==> config.mk <==
export PLATFORM = sky130hd
export DESIGN_NAME = fetch_unit
export DESIGN_NICKNAME = d
export VERILOG_FILES = /design/src/mips_fetch_pkg.sv /design/src/fetch_control.sv /design/src/fetch_regs.sv /design/src/fetch_unit.sv /design/src/next_pc.sv /design/src/reg_file_compare.sv
export SDC_FILE = /design/constraint.sdc
export NUM_CORES = 2
export LEC_CHECK = 0
export ABC_AREA = 1
export BUFFER_PORTS_ARGS = -buffer_cell sky130_fd_sc_hd__buf_4
export CORE_MARGIN = 1
export CORE_UTILIZATION = 25
export CTS_CLUSTER_DIAMETER = 120
export DETAILED_ROUTE_END_ITERATION = 8
export PLACE_DENSITY = 0.36
export SLEW_MARGIN = 40
export SYNTH_ARGS = -nofsm -noshare
export SYNTH_HDL_FRONTEND = slang
export SYNTH_SLANG_ARGS = --single-unit
==> constraint.sdc <==
create_clock -name clk -period 7.9 [get_ports clk]
set_input_delay 1.185 -clock clk [delete_from_list [all_inputs] [get_ports clk]]
set_output_delay 1.185 -clock clk [all_outputs]
set_load 0.05 [all_outputs]
==> src/mips_fetch_pkg.sv <==
package mips_fetch_pkg;

  // primary opcodes handled by the front end
  localparam logic [5:0] OP_J   = 6'd2;
  localparam logic [5:0] OP_BEQ = 6'd4;
  localparam logic [5:0] OP_BNE = 6'd5;

  // first fetch address out of reset
  localparam logic [31:0] RESET_PC = 32'h0000_0000;

  // fetch sequencer states
  localparam logic [1:0] ST_IDLE = 2'd0;
  // cyc and stb asserted, waiting on ack
  localparam logic [1:0] ST_REQ  = 2'd1;
  // forced dead cycle after every ack
  localparam logic [1:0] ST_GAP  = 2'd2;

  // i-format view
  // beq and bne use rs, rt and the 16-bit word offset
  typedef struct packed {
    logic [5:0]  opcode;
    logic [4:0]  rs;
    logic [4:0]  rt;
    logic [15:0] imm;
  } i_fmt_t;

  // j-format view
  // target is a word index within the current 256 MB region
  typedef struct packed {
    logic [5:0]  opcode;
    logic [25:0] target;
  } j_fmt_t;

  // one instruction word, decoded either way
  // opcode sits in the same bits for both views
  typedef union packed {
    i_fmt_t i;
    j_fmt_t j;
  } instr_t;

endpackage

==> src/fetch_control.sv <==
module fetch_control (
  input  logic                   clk,
  input  logic                   reset,
  // pipeline stall from downstream
  input  logic                   hold,
  input  logic                   wb_ack,
  // current ID stage contents
  input  logic                   id_valid,
  input  mips_fetch_pkg::instr_t id_instr,
  // redirect request from next_pc
  input  logic                   c_if_flush,
  // Wishbone classic master, read only
  output logic                   wb_cyc,
  output logic                   wb_stb,
  output logic                   wb_we,
  // word handling at the ack edge
  output logic                   fetch_ack_take,
  output logic                   redirect,
  // decoded ID controls into next_pc
  output logic                   jump,
  output logic                   branch,
  output logic                   bne
);

  import mips_fetch_pkg::*;

  logic [1:0] state;
  logic [1:0] state_nxt;
  logic       ack_seen;

  // ack only counts while a cycle is open
  assign ack_seen = (state == ST_REQ) && wb_ack;

  // sequencer
  // idle waits for hold to drop, req waits for ack,
  // gap gives the one dead cycle the slave expects
  always_comb begin
    state_nxt = state;
    case (state)
      ST_IDLE: begin
        if (!hold) begin
          state_nxt = ST_REQ;
        end
      end
      ST_REQ: begin
        // never aborted, hold does not matter here
        if (wb_ack) begin
          state_nxt = ST_GAP;
        end
      end
      ST_GAP: begin
        if (hold) begin
          state_nxt = ST_IDLE;
        end else begin
          state_nxt = ST_REQ;
        end
      end
      default: begin
        state_nxt = ST_IDLE;
      end
    endcase
  end

  always_ff @(posedge clk) begin
    if (reset) begin
      state <= ST_IDLE;
    end else begin
      state <= state_nxt;
    end
  end

  // cyc and stb rise and fall together
  assign wb_cyc = (state == ST_REQ);
  assign wb_stb = (state == ST_REQ);
  // instruction fetch never writes
  assign wb_we  = 1'b0;

  // a taken branch or jump in ID kills the word just fetched
  assign redirect       = ack_seen && id_valid && c_if_flush;
  assign fetch_ack_take = ack_seen && !redirect;

  // opcode decode
  // a bubble in IF/ID must never steer the pc
  always_comb begin
    jump   = 1'b0;
    branch = 1'b0;
    bne    = 1'b0;
    if (id_valid) begin
      case (id_instr.i.opcode)
        OP_J: begin
          jump = 1'b1;
        end
        OP_BEQ: begin
          branch = 1'b1;
        end
        OP_BNE: begin
          // bne is a branch with inverted compare
          branch = 1'b1;
          bne    = 1'b1;
        end
        default: begin
          jump = 1'b0;
        end
      endcase
    end
  end

endmodule

==> src/fetch_regs.sv <==
module fetch_regs (
  input  logic                   clk,
  input  logic                   reset,
  // fetched word accepted into IF/ID
  input  logic                   fetch_ack_take,
  // fetched word dropped, pc takes the branch or jump target
  input  logic                   redirect,
  input  logic [31:0]            next,
  input  mips_fetch_pkg::instr_t fetch_word,
  output logic [31:0]            pc,
  output logic [31:0]            id_pc,
  output mips_fetch_pkg::instr_t id_instr,
  output logic                   id_valid,
  output logic                   id_issue
);

  import mips_fetch_pkg::*;

  // fetch pc
  // only moves at the end of a bus cycle
  always_ff @(posedge clk) begin
    if (reset) begin
      pc <= RESET_PC;
    end else if (redirect) begin
      pc <= next;
    end else if (fetch_ack_take) begin
      pc <= pc + 32'd4;
    end
  end

  // IF/ID payload
  // pc and word are captured together on a take
  always_ff @(posedge clk) begin
    if (fetch_ack_take) begin
      id_pc    <= pc;
      id_instr <= fetch_word;
    end
  end

  // valid bit
  // a redirect turns IF/ID into a bubble
  always_ff @(posedge clk) begin
    if (reset) begin
      id_valid <= 1'b0;
    end else if (redirect) begin
      id_valid <= 1'b0;
    end else if (fetch_ack_take) begin
      id_valid <= 1'b1;
    end
  end

  // one-cycle strobe alongside the new IF/ID contents
  always_ff @(posedge clk) begin
    if (reset) begin
      id_issue <= 1'b0;
    end else begin
      id_issue <= fetch_ack_take;
    end
  end

endmodule

==> src/fetch_unit.sv <==
module fetch_unit (
  input  logic                   clk,
  input  logic                   reset,
  input  logic                   hold,
  // Wishbone classic instruction bus
  input  logic [31:0]            wb_dat_i,
  input  logic                   wb_ack,
  output logic                   wb_cyc,
  output logic                   wb_stb,
  output logic                   wb_we,
  output logic [31:0]            wb_adr,
  // issue stream to the rest of the pipeline
  output logic                   id_issue,
  output logic [31:0]            id_pc,
  output mips_fetch_pkg::instr_t id_instr,
  // register file write port
  input  logic                   rf_we,
  input  logic [4:0]             rf_waddr,
  input  logic [31:0]            rf_wdata
);

  import mips_fetch_pkg::*;

  logic        fetch_ack_take;
  logic        redirect;
  logic        jump;
  logic        branch;
  logic        bne;
  logic        zero;
  logic [31:0] next;
  logic        c_if_flush;
  logic [31:0] pc;
  logic        id_valid;

  // bus address is the fetch pc
  assign wb_adr = pc;

  fetch_control u_fetch_control (
    .clk            (clk),
    .reset          (reset),
    .hold           (hold),
    .wb_ack         (wb_ack),
    .id_valid       (id_valid),
    .id_instr       (id_instr),
    .c_if_flush     (c_if_flush),
    .wb_cyc         (wb_cyc),
    .wb_stb         (wb_stb),
    .wb_we          (wb_we),
    .fetch_ack_take (fetch_ack_take),
    .redirect       (redirect),
    .jump           (jump),
    .branch         (branch),
    .bne            (bne)
  );

  // next_pc works on the ID instruction and its own pc
  next_pc u_next_pc (
    .old        (id_pc),
    .instru     (id_instr),
    .jump       (jump),
    .branch     (branch),
    .bne        (bne),
    .zero       (zero),
    .next       (next),
    .c_if_flush (c_if_flush)
  );

  reg_file_compare u_reg_file_compare (
    .clk   (clk),
    .we    (rf_we),
    .waddr (rf_waddr),
    .wdata (rf_wdata),
    .rs    (id_instr.i.rs),
    .rt    (id_instr.i.rt),
    .zero  (zero)
  );

  fetch_regs u_fetch_regs (
    .clk            (clk),
    .reset          (reset),
    .fetch_ack_take (fetch_ack_take),
    .redirect       (redirect),
    .next           (next),
    .fetch_word     (wb_dat_i),
    .pc             (pc),
    .id_pc          (id_pc),
    .id_instr       (id_instr),
    .id_valid       (id_valid),
    .id_issue       (id_issue)
  );

endmodule

==> src/next_pc.sv <==
module next_pc (
  // IF/ID pc of the instruction in decode
  input  logic [31:0]           old,
  // IF/ID instruction word
  input  mips_fetch_pkg::instr_t instru,
  // decoded controls, already qualified by id_valid
  input  logic                  jump,
  input  logic                  branch,
  input  logic                  bne,
  // rs == rt from the register file comparator
  input  logic                  zero,
  output logic [31:0]           next,
  output logic                  c_if_flush
);

  import mips_fetch_pkg::*;

  logic [31:0] pc_plus4;
  logic [31:0] jump_addr;
  logic [31:0] sign_ext;
  logic [31:0] branch_addr;
  logic        cond;
  logic        taken;

  // sequential successor
  assign pc_plus4 = old + 32'd4;

  // region bits come from pc+4, target is a word index
  assign jump_addr = {pc_plus4[31:28], instru.j.target, 2'b00};

  // offset counts words, so shift after sign extension
  assign sign_ext    = {{16{instru.i.imm[15]}}, instru.i.imm};
  assign branch_addr = pc_plus4 + {sign_ext[29:0], 2'b00};

  // bne wants the opposite sense of the comparator
  assign cond  = bne ? ~zero : zero;
  assign taken = branch & cond;

  // jump has priority over a branch
  always_comb begin
    if (jump) begin
      next       = jump_addr;
      c_if_flush = 1'b1;
    end else if (taken) begin
      next       = branch_addr;
      c_if_flush = 1'b1;
    end else begin
      next       = pc_plus4;
      c_if_flush = 1'b0;
    end
  end

endmodule

==> src/reg_file_compare.sv <==
module reg_file_compare (
  input  logic        clk,
  // external write port, stands in for writeback
  input  logic        we,
  input  logic [4:0]  waddr,
  input  logic [31:0] wdata,
  // source fields of the ID instruction
  input  logic [4:0]  rs,
  input  logic [4:0]  rt,
  // high when both operands are equal
  output logic        zero
);

  import mips_fetch_pkg::*;

  // entry 0 is never written and never read
  logic [31:0] regs [1:31];

  logic [31:0] rs_data;
  logic [31:0] rt_data;

  // writes to r0 are dropped
  always_ff @(posedge clk) begin
    if (we && (waddr != 5'd0)) begin
      regs[waddr] <= wdata;
    end
  end

  // combinational read ports
  // r0 always reads as zero
  always_comb begin
    if (rs == 5'd0) begin
      rs_data = 32'd0;
    end else begin
      rs_data = regs[rs];
    end
  end

  always_comb begin
    if (rt == 5'd0) begin
      rt_data = 32'd0;
    end else begin
      rt_data = regs[rt];
    end
  end

  // early branch compare in ID, no ALU involved
  // the write in the same cycle is not forwarded
  assign zero = (rs_data == rt_data);

endmodule

==> flow_summary_export.csv <==
group,metric,value,unit
logic_synthesis,yosysWarningCount,0,
floorplan,row_count,179,
global_routing,grt_pass1_wl,372000,um
clock_network,cts_resized,0,
logic_synthesis,synth_area_leaders,"edfxtp_1 (53%), nand2_1 (13%), nand3_1 (11%)",
logic_synthesis,synth_nets,7215,
logic_synthesis,yosysUniqueCellTypes,53,
clock_network,h-tree-depth,4,
layout,final_common_cell,"nand2_1",
timing,hold_viol,0,
drt,num_vias,51600,
logic_synthesis,synth_flop_cell,"edfxtp_1",
logic_synthesis,synth_top_area_share,52.6,%
layout,num-nets-final,7212,
timing,whs,0.474,ns
timing,slew_headroom,37.7,%
timing,slew_violations,0,
clock_network,clkSlewWorstSetupHoldPaths,0.06,ns
power,p_leak,27.9,nW
placed_design,dpl_cell_area,0.0652,sq mm
timing,finalSetupViolCount,0,
job,maxCapViolations,0,
logic_synthesis,synth_edf_count,1056,
layout,mostFrequentLayoutCells,"nand2_1 (2065), nand3_1 (1272), edfxtp_1 (1056)",
logic_synthesis,yosys_register_bits,1102,
clock_network,clk_latency,0.82,ns
global_routing,grt_use_total,21.1,%
layout,final_cell_area,0.0696,sq mm
logic_synthesis,netlist_area,0.0603,sq mm
layout,nFillCells,25200,
layout,regArea,0.0327,sq mm
clock_network,clockBufferDepth,3,
global_routing,antenna_found_initial,13,
drt,wl_per_cell,25.1,um
clock_network,cts_tree,"built",
setup_path,critPathMaxFanout,69,
placed_design,globalplace.congestion,0.808,
clock_network,numClockSinks,1102,
global_routing,grt_max_degree,190,
layout,syn2layout_area_growth,15.4,%
setup_path,cp-end-kind,"flop",
power,power_density,211,mW/mm^2
floorplan,die_w,493,um
logic_synthesis,synth_area_leader_cell,"edfxtp_1",
drt,drt_iter0_markers,4598,
drt,routed_wl,261000,um
floorplan,dieArea,0.243,sq mm
clock_network,post_cts.repair.setup_buffers,0,
setup_path,arrival,6.08,ns
power,ir_drop,0.127,mV
floorplan,coreArea,0.239,sq mm
drt,route.detailed.drc,0,
timing,rsz0062_at_grt,"no",
outcome,outcome,"completed",
timing,tightest_slew,0.934,ns
timing,finalSetupTns,0,ns
placed_design,dp_hpwl,147000,um
layout,multi_input_area,0.0228,sq mm
setup_path,crit_type,"flop to flop",
hold_path,worstHoldStart,"u_fetch_regs.pc[1]",
drt,vias_per_cell,4.97,
timing,min_period,5.63,ns
floorplan,io_pins,174,
clock_network,root_buffer,"clkbuf_16",
floorplan,die_y,493,um
drt,dr.pass1.iters,5,
drt,drtAntennaViolNets,0,
floorplan,start_util,25.3,%
placed_design,numPortBuffers,172,
global_routing,grt_pass1_vias,49900,
clock_network,numCtsBuffers,144,
logic_synthesis,async_reset_ff_share,0,%
layout,layout-drive-gt1-share,8.20,%
logic_synthesis,ys_seq_area_share,54.1,%
clock_network,ctsHoldBuffers,0,
global_routing,grt-ovfl-total,0,
timing,fin_crit_sh,71.2,%
logic_synthesis,synth_area_per_cell,8.49,sq um
logic_synthesis,netlist_instances,7102,
timing,fmax,178,MHz
hold_path,hold_path.class,"flop to flop",
setup_path,crit_required,8.36,ns
setup_path,worst_setup_path_start_kind,"flop",
timing,fin_skew,0.0431,ns
## flip-flops by register name, indices dropped and copies added, names as in the netlist, named ones only
signal,cells
u_fetch_regs.id_pc,32
u_fetch_regs.id_issue,1
u_fetch_regs.id_valid,1
u_fetch_regs.pc,32
u_fetch_regs.id_instr,32
u_fetch_control.state,2
u_reg_file_compare.regs,992
## through the flow
step	setup WS, ns	power [mW]	utilization, %	instances
floorplan	3.58	7.82	-	7102
global placement	2.25	8.58	27.1	10100
detailed placement	2.25	8.59	27.3	10100
CTS	2.21	14.9	29.1	10400
global route	1.91	15.3	29.1	10400
finish	2.27	14.7	29.1	10400
## synth_stat cells, types with 20 or more instances
master and n:
nand2_1 2065, nand3_1 1274, edfxtp_1 1056, inv_1 740, nor2_1 419, o211ai_1 377
a21oi_1 253, buf_2 244, clkbuf_1 121, o21ai_0 118, buf_1 56, dfxtp_1 46
xor2_1 43, ha_1 38, nor3_1 31, buf_6 23, o21ai_1 23, buf_4 21
nand4_1 21, or2_2 20
## worst max-delay path, stage by stage, from the launching register on
cell and delay [ns]:
dfxtp_4 0.90, inv_8 0.43, buf_4 0.43, nor2_1 0.15, nand2_1 0.06, nand3_1 0.10
nand3_1 0.13, nand3_1 0.15, nand2_1 0.07, nor2_1 0.11, nand2_1 0.05, nand2_1 0.35
nand2_1 0.09, nor2_1 0.11, nand2_1 0.06, nor2_1 0.19, nand3_2 0.27, nand3_4 0.20
nand2_4 0.13, nand2_4 0.37, nand2_4 0.15, clkinv_2 0.28, buf_12 0.34
## layout make-up
cell class	count	area share (%)
Antenna cell	3	0.0108
Clock buffer	192	5.56
Clock inverter	64	0.691
Inverter	750	4.11
Multi-Input combinational cell	4785	32.8
Sequential cell	1102	47.0
Tap cell	3167	5.70
Timing Repair Buffer	316	4.20
## path summary, 6_finish.rpt
check / to / slack (ns) / cells past startpoint
max: u_fetch_regs.id_pc[9] / 2.27 / 22
min: u_fetch_regs.id_pc[1] / 0.47 / 0
max reg2reg: u_fetch_regs.id_pc[9] / 2.27 / 22
min reg2reg: u_fetch_regs.id_pc[1] / 0.47 / 0
## kinds of logic after synthesis
| group | count (synthesis) | share of synthesized area [%] |
|---|---|---|
| adders and majority gates | 39 | 0.822 |
| xor gates and xnor gates | 60 | 0.871 |
| buffers and inverters | 1215 | 8.49 |
| and+or+nand+nor | 3882 | 27.3 |
| other | 1 | 0.00622 |
| DFF | 1102 | 54.1 |
| AOI/OAI and AO/OA | 803 | 8.37 |
## metal layers
metal  up-vias  GRT usage [%]  wire (um)
li1      24000              -          -
met1     25700           30.0     123000
met2      1515           33.8     118000
met3       334           2.46      12500
met4         6           5.74       6510
met5         -              0         41
## where the power goes
group | internal (mW) | switching, mW
clock | 3.54 | 2.70
sequential | 6.48 | 0.0796
combinational | 0.515 | 1.39
total | 10.5 | 4.18
Power figures use the tool's default switching activity.
